===== config.mk =====
export PLATFORM = sky130hd
export DESIGN_NAME = operand_bank
export DESIGN_NICKNAME = d
export VERILOG_FILES = /design/src/common/conv_pkg.sv /design/src/design/operand_bank.sv
export SDC_FILE = /design/constraint.sdc
export NUM_CORES = 1
export LEC_CHECK = 0
export ABC_AREA = 1
export BUFFER_PORTS_ARGS = -buffer_cell sky130_fd_sc_hd__buf_4
export CORE_AREA = 2 2 324 326
export DETAILED_ROUTE_END_ITERATION = 7
export DIE_AREA = 0 0 326 328
export HOLD_SLACK_MARGIN = 0.05
export PLACE_DENSITY = 0.5
export RECOVER_POWER = 100
export SETUP_SLACK_MARGIN = 0.4
export SYNTH_ARGS = -nofsm -noshare
export SYNTH_HDL_FRONTEND = slang
export SYNTH_SLANG_ARGS = --single-unit

===== constraint.sdc =====
create_clock -name clk -period 98.1 [get_ports clk]
set_clock_uncertainty 0.15 [all_clocks]
set_input_delay 29.43 -clock clk [delete_from_list [all_inputs] [get_ports clk]]
set_output_delay 29.43 -clock clk [all_outputs]
set_load 0.01 [all_outputs]

===== src/common/conv_pkg.sv =====
package conv_pkg;

	// ####################
	// widths and counts.
	// ####################
	localparam int DATA_WIDTH = 32;
	localparam int KERNEL_TAPS = 25;
	localparam int TREE_LEVELS = 5;

	// one product stage plus one stage per tree level.
	localparam int CONV_LATENCY = 6;

	// ####################
	// types.
	// ####################
	typedef logic [DATA_WIDTH-1:0] fp32_t;
	typedef logic [$clog2(KERNEL_TAPS)-1:0] tap_addr_t;
	typedef fp32_t fp32_taps_t [KERNEL_TAPS];

	// nodes left after a given tree level, rounding up at each halving.
	function automatic int tree_width(input int level);
		return (KERNEL_TAPS + (1 << level) - 1) >> level;
	endfunction

endpackage


===== src/design/operand_bank.sv =====
`timescale 1ns/1ps

module operand_bank (
	input logic clk,
	input logic reset,
	input logic we,
	input conv_pkg::tap_addr_t addr,
	input conv_pkg::fp32_t data,
	output conv_pkg::fp32_taps_t taps
);

	import conv_pkg::*;

	logic addr_ok;

	// the address space reaches past the last tap.
	assign addr_ok = (addr < KERNEL_TAPS);

	always_ff @(posedge clk or posedge reset)
	begin
		if (reset)
			taps <= '{default: '0};
		else if (we && addr_ok)
			taps[addr] <= data;
	end

endmodule


* Word level (Yosys, flattened, before mapping)
Index checks and enable logic that the tools add are counted.
** Storage, ports and cells
- ROM bits :: 0
- Register bits after elaboration :: 800
- Memories :: 0
- Output and inout bits :: 800
- Logic and storage cells :: 34
- Latch bits :: 0
- Input port bits :: 40
- Memory bits (writable) :: 0
** Cells by class
- Shift-type cells :: 0
- Div/mod/pow operators :: 0
- Multipliers :: 0
- Eq/ne operators :: 0
- Magnitude comparators :: 3
- Add/subtract/negate cells :: 0
- Bitwise operators :: 1
- Reduce and logical (&&, ||, !) cells :: 2
- Muxes and demuxes :: 3
** Operators by type and width (count)
- $bwmux 800 :: 1
- $demux 32 s5 :: 1
- $mux 32 :: 1
- $ge 6x6->1 const B :: 1
- $lt 6x1->1 const B :: 1
- $not 5->6 :: 1
- $lt 5x5->1 const B :: 1
- $logic_and 1x1->1 :: 2

* Depth between registers and ports, before layout
Gate-level depths: netlist of run 1.
- Word-level depth :: 6
- Depth in mapped cells :: 8
- Gate-level depth less buffers :: 6

* Worst setup path before layout of run 1
OpenSTA, ideal clock, no wires.
- Path type :: input-to-reg
- Start :: input port we
- End :: register taps[401] in the netlist's numbering
- Data required time :: 97.884 ns
- Stages :: 7
- Buffers on the path :: 3
- Path slack :: 67.426 ns
- Arrival :: 30.458 ns
- Cells stage by stage :: buf_2 > inv_2 > nor3_4 > buf_2 > buf_2 > nand4_1 > nand2_1
** On the way
- Word-level cells in the longest chain between the ends :: 1
** RTL lines
- start, declared :: line operand_bank.sv:6 : input logic we,
- $logic_and 1x1->1 :: line operand_bank.sv:23 : else if (we && addr_ok)
- end signal, assigned by index :: line operand_bank.sv:24 : taps[addr] <= data;
- end, declared :: line operand_bank.sv:9 : output conv_pkg::fp32_taps_t taps
No other way between the ends.
A chain may end at the register's enable or synchronous reset.

==> results of run 1 <==
==> power groups by stage <==
| stage | clock network (W) | registers (W) | logic (W) |
|---|---|---|---|
| floorplan | 0 | 0.000451 | 0.0000606 |
| global placement | 0 | 0.000430 | 0.000227 |
| detailed placement | 0 | 0.000430 | 0.000229 |
| CTS | 0.000366 | 0.000425 | 0.000229 |
| global route | 0.000379 | 0.000431 | 0.000196 |
| finish | 0.000360 | 0.000425 | 0.000180 |
==> cells in the final DEF (no fill, tap or decap), types with 5 or more instances in the layout <==
master,count
nand3_1,25
nand2_1,1478
buf_4,60
o21ai_0,128
clkinv_2,12
nor2_4,6
nor2_2,12
clkbuf_8,25
nand2_2,5
bufinv_16,6
inv_1,40
clkbuf_16,94
nand4_1,672
dfrtp_1,800
nor2_1,5
clkbuf_1,854
==> logic make-up (layout without fill, tap and decap cells) <==
kind of cell	Yosys count	count (layout)	synth area share, %
buffers and inverters	409	1104	5.22
flip-flops	800	800	61.8
AO/OA/AOI/OAI	128	128	1.98
AND/OR/NAND/NOR	2205	2205	31.0
other	0	1	0
==> path summary, 6_finish.rpt <==
path                                start        end  slack [ns]  cells past startpoint
worst max-delay path                reset  taps[743]       50.97                      6
worst min-delay path            taps[418]  taps[418]        0.32                      2
worst max register to register  taps[270]  taps[270]       97.02                      2
worst min register to register  taps[418]  taps[418]        0.32                      2
max in group clk                       we  taps[459]       55.50                      5
min in group asynchronous           reset  taps[319]       29.86                      2
==> worst reg2reg max path: cells and delay by family (launching register included) <==
kind | cells | cell delay, ns
simple gates | 1 | 0.10
compound gates | 1 | 0.12
flops | 1 | 0.46
==> through the flow <==
stage / area, um^2 / cells / hold slack [ns]
floorplan: 32400 / 3542 / 0.357
global placement: 39500 / 5451 / 0.305
detailed placement: 39500 / 5451 / 0.309
CTS: 42600 / 5617 / 0.323
global route: 39400 / 5617 / 0.334
finish: 39400 / 5618 / 0.318
==> routing by layer <==
| metal | vias to the layer above | GRT usage [%] | wire (um) |
|---|---|---|---|
| met5 | - | 0 | 0 |
| met4 | 0 | 10.0 | 5680 |
| met3 | 227 | 7.28 | 13100 |
| met2 | 1332 | 41.8 | 68800 |
| met1 | 14885 | 37.2 | 64000 |
| li1 | 13198 | - | - |
==> layout make-up <==
type | instances | area, um^2 | area share, %
Multi-Input combinational cell | 2333 | 10700 | 27.3
Sequential cell | 800 | 20000 | 50.9
Clock inverter | 27 | 363 | 0.922
Antenna cell | 1 | 2.50 | 0.00636
Tap cell | 1380 | 1730 | 4.39
Inverter | 43 | 163 | 0.413
Clock buffer | 139 | 2770 | 7.04
Timing Repair Buffer | 895 | 3590 | 9.11
==> impl_metrics.py, run 1 <==
metrics = {
    "critical_path": {
        "path_buf_inv": 6,
        "path_class": "input pin to async pin",
        "cp.arrival_ns": 46.87,
        "crit_required_ns": 97.84,
        "critPathLaunchType": "input pin",
        "crit_family": "buffers and inverters",
        "worstPathMaxFanout": 150,
        "crit_chain": "clkbuf_4 -> clkinvlp_2 -> clkbuf_1 -> clkbuf_1 -> clkbuf_1 -> clkbuf_1",
        "cpPeakStageDelay_ns": 6.04,
        "slowest_stage": "clkbuf_1",
        "crit_path_end_kind": "async pin",
        "crit_path_frequent_cell": "clkbuf_1",
    },
    "synthesis": {
        "netlist_top_cells_count": "1482 x nand2_1, 800 x dfrtp_1, 672 x nand4_1",
        "yosys.cell_count.top_type": "nand2_1",
        "synth_nets": 3582,
        "netlist_instances": 3542,
        "synth.largest_area_cell": "dfrtp_1",
        "syn_area_per_cell_um2": 9.15,
        "async_flop_share_pct": 100,
        "yosys-top-cells-area": "dfrtp_1 62%, nand2_1 17%, nand4_1 13%",
        "ys_ff_latch": 800,
        "ys_seq_area_share_pct": 61.8,
        "synth-edff-count": 0,
        "synth_ff_type": "dfrtp_1",
        "synth_area_mm2": 0.0324,
        "synth_top_area_share_pct": 61.8,
        "yosys_warnings": 0,
        "synth.distinct_cells": 16,
    },
    "final_layout": {
        "largest_reg_flops": 800,
        "nets": 4206,
        "top_register": "taps",
        "top_regs": "taps x800",
        "fin_util_pct": 38.1,
        "fill_cells": 11162,
        "drive_gt1_share_pct": 5.52,
        "area.growth.synth_to_final_pct": 21.5,
    },
    "die": {
        "core_mm2": 0.103,
        "io_pins": 840,
        "die_x_um": 326,
        "rows": 118,
        "fp.dieH_um": 328,
        "initial_core_util_pct": 31.4,
        "die-area_mm2": 0.107,
    },
    "power": {
        "power_leakage_nw": 19.6,
        "cellPowerDensity_mw_per_mm2": 24.5,
        "seqPwrFrac_pct": 44.1,
        "p_int_w": 0.000646,
        "p_total_w": 0.000964,
        "p_clk_share_pct": 37.3,
        "comb_power_share_pct": 18.6,
        "switching_share_pct": 33.0,
        "ir_drop_mv": 0.0153,
        "p_switching_w": 0.000318,
    },
    "sta": {
        "rsz0062_at_grt": "false",
        "tns_ns": 0,
        "finalCritPeriodShare_pct": 48.0,
        "min_period_ns": 47.13,
        "relSlewSlack_pct": -460,
        "fmax_mhz": 21.2,
        "hold_viol_final": 0,
        "worst_slack_ns": 50.97,
        "setup-violations-final": 0,
        "slew_viol_final": 2315,
        "worst_pin_slew_ns": 8.39,
    },
    "placement": {
        "preCtsSetupSlack_ns": 64.18,
        "numPortBuffers": 839,
        "dp_hpwl_mm": 92.0,
        "place.gp.congestion": 0.811,
    },
    "routing": {
        "drc": 0,
        "num_vias": 29642,
        "routed_wl_mm": 152,
        "ant_nets": 0,
        "vias_per_cell": 5.28,
        "first_pass_iters": 5,
        "wl_per_cell_um": 27.0,
        "drt_iter0_drc": 3138,
    },
    "cts": {
        "cts_root_buffer": "clkbuf_16",
        "clk_pin_slew_ns": 0.06,
        "cts_setup_buffers": 0,
        "cts_sinks": 800,
        "numCtsBuffers": 93,
        "clk_latency_ns": 0.68,
        "cts_tree": "yes",
        "htree_num_levels": 3,
        "clockBufferDepth": 3,
        "ctsHoldBuffers": 0,
        "cts_resized": 0,
    },
    "global_routing": {
        "grt_overflow_total": 0,
        "antenna_found_initial": 9,
        "grt_usage_pct": 27.3,
        "grt_pass1_wl_mm": 214,
        "grt_max_degree": 181,
        "grt_pass1_vias": 27768,
    },
    "outcome": {
        "status": "complete, but fails checks",
        "failed_checks": "capacitance limit, slew limit",
    },
    "min_path": {
        "holdCritPathClass": "register to register",
    },
    "run": {
        "cap_violations": 39,
    },
}
Power figures use the tool's default switching activity.
==> run 2, diff against run 1 <==
ABC_AREA = 0   (was 1)
CORE_AREA = 2 2 326 328   (was 2 2 324 326)
DIE_AREA = 0 0 328 330   (was 0 0 326 328)
PLACE_DENSITY = 0.47   (was 0.5)
clock period = 47.3 ns   (was 98.1 ns; I/O delays follow)
==> run 2 against run 1 <==
Effect of this change:
- the flow still finishes with violations (capacitance limit, slew limit)
- sequential power rose by 110%
- register-to-register slack got worse by 51 ns
- synthesized cell count fell by 50%
- sequential cell count did not move
- total power rose by 100%
- first-iteration DRC count fell by 76%
- cell area fell by 4.9%
- cell count fell by 28%
- synthesized area fell by 7.7%
- highest routed layer is now met5
==> impl_metrics.py, run 2 <==
metrics = {
    "outcome": {
        "status": "complete, but fails checks",
        "failed_checks": "capacitance limit, slew limit",
    },
    "critical_path": {
        "cpPeakStageDelay_ns": 5.89,
        "slowest_stage": "clkbuf_1",
        "worstPathMaxFanout": 153,
        "crit_path_frequent_cell": "clkbuf_1",
        "cp.arrival_ns": 28.31,
        "crit_chain": "clkbuf_1 -> clkinvlp_2 -> clkbuf_1 -> clkbuf_1 -> clkbuf_1",
        "path_class": "input pin to async pin",
        "rr_worst_depth": 1,
        "crit_path_end_kind": "async pin",
        "critPathLaunchType": "input pin",
        "crit_required_ns": 47.07,
    },
    "final_layout": {
        "instances_no_fill": 4061,
        "area.growth.synth_to_final_pct": 25.3,
        "layout_commonest_cell": "clkbuf_1",
        "top_register": "taps",
        "nets": 2642,
        "drive_gt1_share_pct": 34.2,
        "final_cell_mix": "856 x clkbuf_1, 800 x dfrtp_1, 718 x mux2_2",
        "largest_reg_flops": 800,
        "top_regs": "taps x800",
    },
    "synthesis": {
        "async_flop_share_pct": 100,
        "ys_seq_area_share_pct": 67.0,
        "netlist_instances": 1782,
        "ys_ff_latch": 800,
        "synth.distinct_cells": 19,
        "netlist_top_cells_count": "800 x dfrtp_1, 721 x mux2_2, 79 x mux2_1",
        "yosys.cell_count.top_type": "dfrtp_1",
        "synth.largest_area_cell": "dfrtp_1",
        "yosys-top-cells-area": "dfrtp_1 67%, mux2_2 27%, mux2_1 3.0%",
        "synth_top_area_share_pct": 67.0,
        "synth_nets": 1822,
        "synth_ff_type": "dfrtp_1",
        "synth-edff-count": 0,
        "synth_area_mm2": 0.0299,
        "yosys_warnings": 0,
        "syn_area_per_cell_um2": 16.8,
    },
    "die": {
        "fp.dieH_um": 330,
        "die_x_um": 328,
        "core_mm2": 0.105,
        "rows": 119,
        "die-area_mm2": 0.108,
        "initial_core_util_pct": 28.6,
        "io_pins": 840,
    },
    "sta": {
        "fmax_mhz": 35.0,
        "worst_pin_slew_ns": 8.26,
        "whs_ns": 0.334,
        "setup-violations-final": 0,
        "finalCritPeriodShare_pct": 60.3,
        "relSlewSlack_pct": -451,
        "worst_slack_ns": 18.76,
        "hold_viol_final": 0,
        "min_period_ns": 28.54,
        "slew_viol_final": 1607,
        "rsz0062_at_grt": "false",
        "tns_ns": 0,
    },
    "global_routing": {
        "grt_pass1_vias": 19815,
        "grt_pass1_wl_mm": 152,
        "grt_max_degree": 154,
        "grt_usage_pct": 19.5,
        "grt_overflow_total": 0,
        "antenna_found_initial": 7,
    },
    "power": {
        "ir_drop_mv": 0.0260,
        "comb_power_share_pct": 19.3,
        "cellPowerDensity_mw_per_mm2": 52.7,
        "p_switching_w": 0.000587,
        "p_total_w": 0.00197,
        "p_int_w": 0.00138,
        "switching_share_pct": 29.8,
        "power_leakage_nw": 16.8,
        "p_clk_share_pct": 35.6,
        "seqPwrFrac_pct": 45.1,
    },
    "min_path": {
        "worstHoldPathCells": 1,
        "holdCritPathClass": "register to register",
    },
    "run": {
        "cap_violations": 35,
    },
    "routing": {
        "ant_nets": 0,
        "num_vias": 18841,
        "routed_wl_mm": 108,
        "first_pass_iters": 4,
        "wl_per_cell_um": 26.7,
        "drt_iter0_drc": 744,
        "drc": 0,
        "vias_per_cell": 4.64,
    },
    "placement": {
        "place.gp.congestion": 0.766,
        "dp_hpwl_mm": 74.4,
        "dp.cells": 3901,
        "preCtsSetupSlack_ns": 29.59,
        "numPortBuffers": 839,
    },
    "cts": {
        "cts_tree": "yes",
        "cts_resized": 0,
        "ctsHoldBuffers": 0,
        "cts_sinks": 800,
        "clk_pin_slew_ns": 0.05,
        "cts_setup_buffers": 0,
        "clk_latency_ns": 0.66,
        "numCtsBuffers": 90,
        "htree_num_levels": 3,
        "cts_root_buffer": "clkbuf_16",
        "clockBufferDepth": 3,
    },
}
run 2: cell types whose count changed in the layout (fill, tap and decap cells not counted), moves of 25 or more:
| cell | before | now |
|---|---|---|
| nand3_1 | 25 | 0 |
| nand2_1 | 1478 | 6 |
| mux2_2 | 0 | 718 |
| nand4_1 | 672 | 1 |
| mux2_1 | 0 | 82 |
| inv_1 | 40 | 0 |
| o21ai_0 | 128 | 0 |
run 2: logic make-up (layout without fill, tap and decap cells):
kind of cell,Yosys count,in the layout,synth area share (%)
AND/OR/NAND/NOR,38,38,0.762
multiplexers,800,800,30.1
flip-flops,800,800,67.0
buffers and inverters,144,1031,2.14
other,0,1,0
run 2: per-layer routing:
layer / part of all wire [%] / GRT usage (%) / up-vias
met4: 3.6 / 7.28 / 4
met1: 39 / 22.9 / 10067
li1: - / - / 7901
met2: 49 / 33.2 / 702
met3: 8.1 / 6.50 / 167
met5: 0.018 / 0 / -
run 2: per-stage QoR:
stage / util (%) / instance area, um^2
6_report: 35.8 / 37500
5_1_grt: 35.8 / 37400
4_1_cts: 38.8 / 40600
3_5_place_dp: 36.0 / 37700
3_3_place_gp: 36.0 / 37700
2_1_floorplan: - / 29900
run 2: worst paths after layout:
path | slack [ns] | end | startpoint
setup / recovery | 18.76 | taps[203] | reset
hold / removal | 0.33 | taps[338] | taps[338]
setup reg to reg | 46.32 | taps[658] | taps[658]
hold reg to reg | 0.33 | taps[338] | taps[338]
max in group clk | 29.94 | taps[316] | addr[1]
min in group asynchronous | 14.88 | taps[782] | reset
run 2: power by group through the flow:
stage                     registers (W)  clock network, W  logic [W]
after CTS                      0.000893          0.000724   0.000498
final                          0.000889          0.000703   0.000380
after global placement         0.000897                 0   0.000494
after floorplan                0.000957                 0   0.000131
after detailed placement       0.000903                 0   0.000498
after global routing           0.000907          0.000754   0.000408
run 2: layout make-up:
class	count	area, um^2
clock buffer	125	2530
multi-input combinational	838	9320
tap	1391	1740
sequential	800	20000
timing repair buffer	871	3400
inverter	1	5.00
clock inverter	34	423
fill	10642	67200
antenna	1	2.50
run 2: critical path, delay by kind of cell:
kind | cells | cell delay [ns]
buf+inv | 5 | 13.74
==> run 3, diff against run 2 <==
CORE_AREA = 2 2 323 325   (was 2 2 326 328)
DIE_AREA = 0 0 325 327   (was 0 0 328 330)
PLACE_DENSITY = 0.49   (was 0.47)
clock period = 26.2 ns   (was 47.3 ns; I/O delays follow)
==> run 3 against run 2 <==
Effect of this change:
- the flow still finishes with violations (capacitance limit, slew limit)
- register-to-register slack worse by 21 ns
- sequential power is 80% higher
- utilization is 0.66 points higher
- clock-buffer cell count is 11 higher
==> impl_metrics.py, run 3 (synthesis results as in run 2) <==
metrics = {
    "outcome": {
        "status": "complete, but fails checks",
        "failed_checks": "capacitance limit, slew limit",
    },
    "critical_path": {
        "crit_end": "taps[103]",
        "cp.arrival_ns": 17.86,
        "path_class": "input pin to async pin",
        "ff2ff_setup_slack_ns": 25.22,
        "path_buf_inv": 7,
        "cp_num_cells": 7,
        "rr_worst_depth": 1,
        "crit_chain": "clkbuf_4 -> clkinvlp_2 -> clkbuf_1 -> clkbuf_1 -> clkbuf_1 -> buf_4 -> buf_4",
        "slowest_stage": "clkbuf_1",
        "crit_path_end_kind": "async pin",
        "crit_family": "buffers and inverters",
        "worstReg2RegEnd": "taps[559]",
        "worstPathMaxFanout": 81,
        "critPathLaunchType": "input pin",
        "cpPeakStageDelay_ns": 2.71,
        "crit_required_ns": 26.65,
        "r2r-start": "taps[559]",
        "crit_path_frequent_cell": "clkbuf_1",
        "cp-startpoint": "reset",
    },
    "sta": {
        "worst_pin_slew_ns": 4.07,
        "setup-violations-final": 0,
        "min_period_ns": 17.40,
        "tns_ns": 0,
        "worst_slack_ns": 8.80,
        "slew_viol_final": 1335,
        "relSlewSlack_pct": -172,
        "rsz0062_at_grt": "false",
        "hold_viol_final": 0,
        "fmax_mhz": 57.5,
        "finalCritPeriodShare_pct": 66.4,
    },
    "global_routing": {
        "antenna_found_initial": 6,
        "grt_pass1_vias": 19799,
        "grt_overflow_total": 0,
        "grt_pass1_wl_mm": 151,
        "grt_max_degree": 82,
        "grt_usage_pct": 19.7,
    },
    "cts": {
        "cts_tree": "yes",
        "cts_sinks": 800,
        "clockBufferDepth": 3,
        "clk_pin_slew_ns": 0.06,
        "clk_latency_ns": 0.65,
        "numCtsBuffers": 91,
        "cts_root_buffer": "clkbuf_16",
        "cts_setup_buffers": 0,
        "htree_num_levels": 3,
        "ctsHoldBuffers": 0,
        "cts_resized": 0,
    },
    "final_layout": {
        "area.growth.synth_to_final_pct": 25.4,
        "drive_gt1_share_pct": 34.6,
        "top_regs": "taps x800",
        "layout_commonest_cell": "clkbuf_1",
        "final_cell_mix": "849 x clkbuf_1, 800 x dfrtp_1, 721 x mux2_2",
        "fill_cells": 10442,
        "nets": 2642,
        "largest_reg_flops": 800,
        "top_register": "taps",
    },
    "routing": {
        "dr_wl_met2_mm": 52.0,
        "num_vias": 18657,
        "first_pass_iters": 4,
        "drt_iter0_drc": 854,
        "drc": 0,
        "routed_wl_mm": 107,
        "wl_per_cell_um": 26.3,
        "wl_met3_mm": 8.43,
        "ant_nets": 0,
        "top_layer": "met5",
        "wl_met1_mm": 42.0,
        "vias_per_cell": 4.60,
    },
    "die": {
        "die-area_mm2": 0.106,
        "core_mm2": 0.103,
        "rows": 118,
        "die_x_um": 325,
        "io_pins": 840,
        "initial_core_util_pct": 29.1,
        "fp.dieH_um": 327,
    },
    "min_path": {
        "holdCritPathClass": "register to register",
    },
    "placement": {
        "preCtsSetupSlack_ns": 13.41,
        "place.gp.congestion": 0.761,
        "dp_hpwl_mm": 73.1,
        "numPortBuffers": 839,
    },
    "run": {
        "cap_violations": 33,
    },
    "power": {
        "ir_drop_mv": 0.0497,
        "cellPowerDensity_mw_per_mm2": 94.8,
        "power_leakage_nw": 16.8,
    },
}
[run 3: changes by cell type in the layout (fill, tap and decap cells not counted), moves of 2 or more]
cell	delta
nand2_2	-2
nor2b_1	+2
clkinv_4	+2
clkbuf_8	+11
nand2_1	+2
bufinv_16	-4
buf_4	+4
nor2b_4	-2
mux2_2	+3
clkbuf_1	-7
mux2_1	-3
[run 3: worst min-delay path by stage]
| stage | from | to | slack, ns | cells past startpoint |
|---|---|---|---|---|
| 2_1_floorplan | taps[113] | taps[113] | 0.38 | 1 |
| 3_3_place_gp | taps[331] | taps[331] | 0.32 | 1 |
| 3_5_place_dp | taps[557] | taps[557] | 0.33 | 1 |
| 4_1_cts | taps[557] | taps[557] | 0.34 | 1 |
| 5_1_grt | taps[557] | taps[557] | 0.34 | 1 |
| 6_report | taps[249] | taps[249] | 0.33 | 1 |
[run 3: power by group]
part,switching (W),leakage (nW),internal (W)
Sequential,0.000126,10.2,0.00148
Clock,0.000515,1.49,0.000755
Combinational,0.000414,5.12,0.000268
[run 3: per-layer routing]
metal,vias up,track usage [%]
met4,6,7.78
met3,167,6.59
met1,9910,23.1
met2,671,33.2
li1,7903,-
met5,-,0
[run 3: final cells by class]
class	count	area [um^2]	share of cell area [%]
clock inverters	31	308	0.821
multi-input cells	838	9310	24.8
inverters	1	5.00	0.0133
clock buffers	136	2710	7.22
repair buffers	870	3420	9.12
well taps	1380	1730	4.60
diodes	2	5.00	0.0133
flip-flops and latches	800	20000	53.4
[run 3: metrics by stage]
step	util [%]	cell area [um^2]	std cells	power (W)	hold slack, ns
6_report	36.4	37500	4058	0.00356	0.333
5_1_grt	36.4	37500	4056	0.00373	0.344
4_1_cts	39.5	40600	4056	0.00382	0.338
3_5_place_dp	36.6	37600	3889	0.00252	0.326
3_3_place_gp	36.6	37600	3889	0.00251	0.319
2_1_floorplan	-	29900	1782	0.00197	0.379
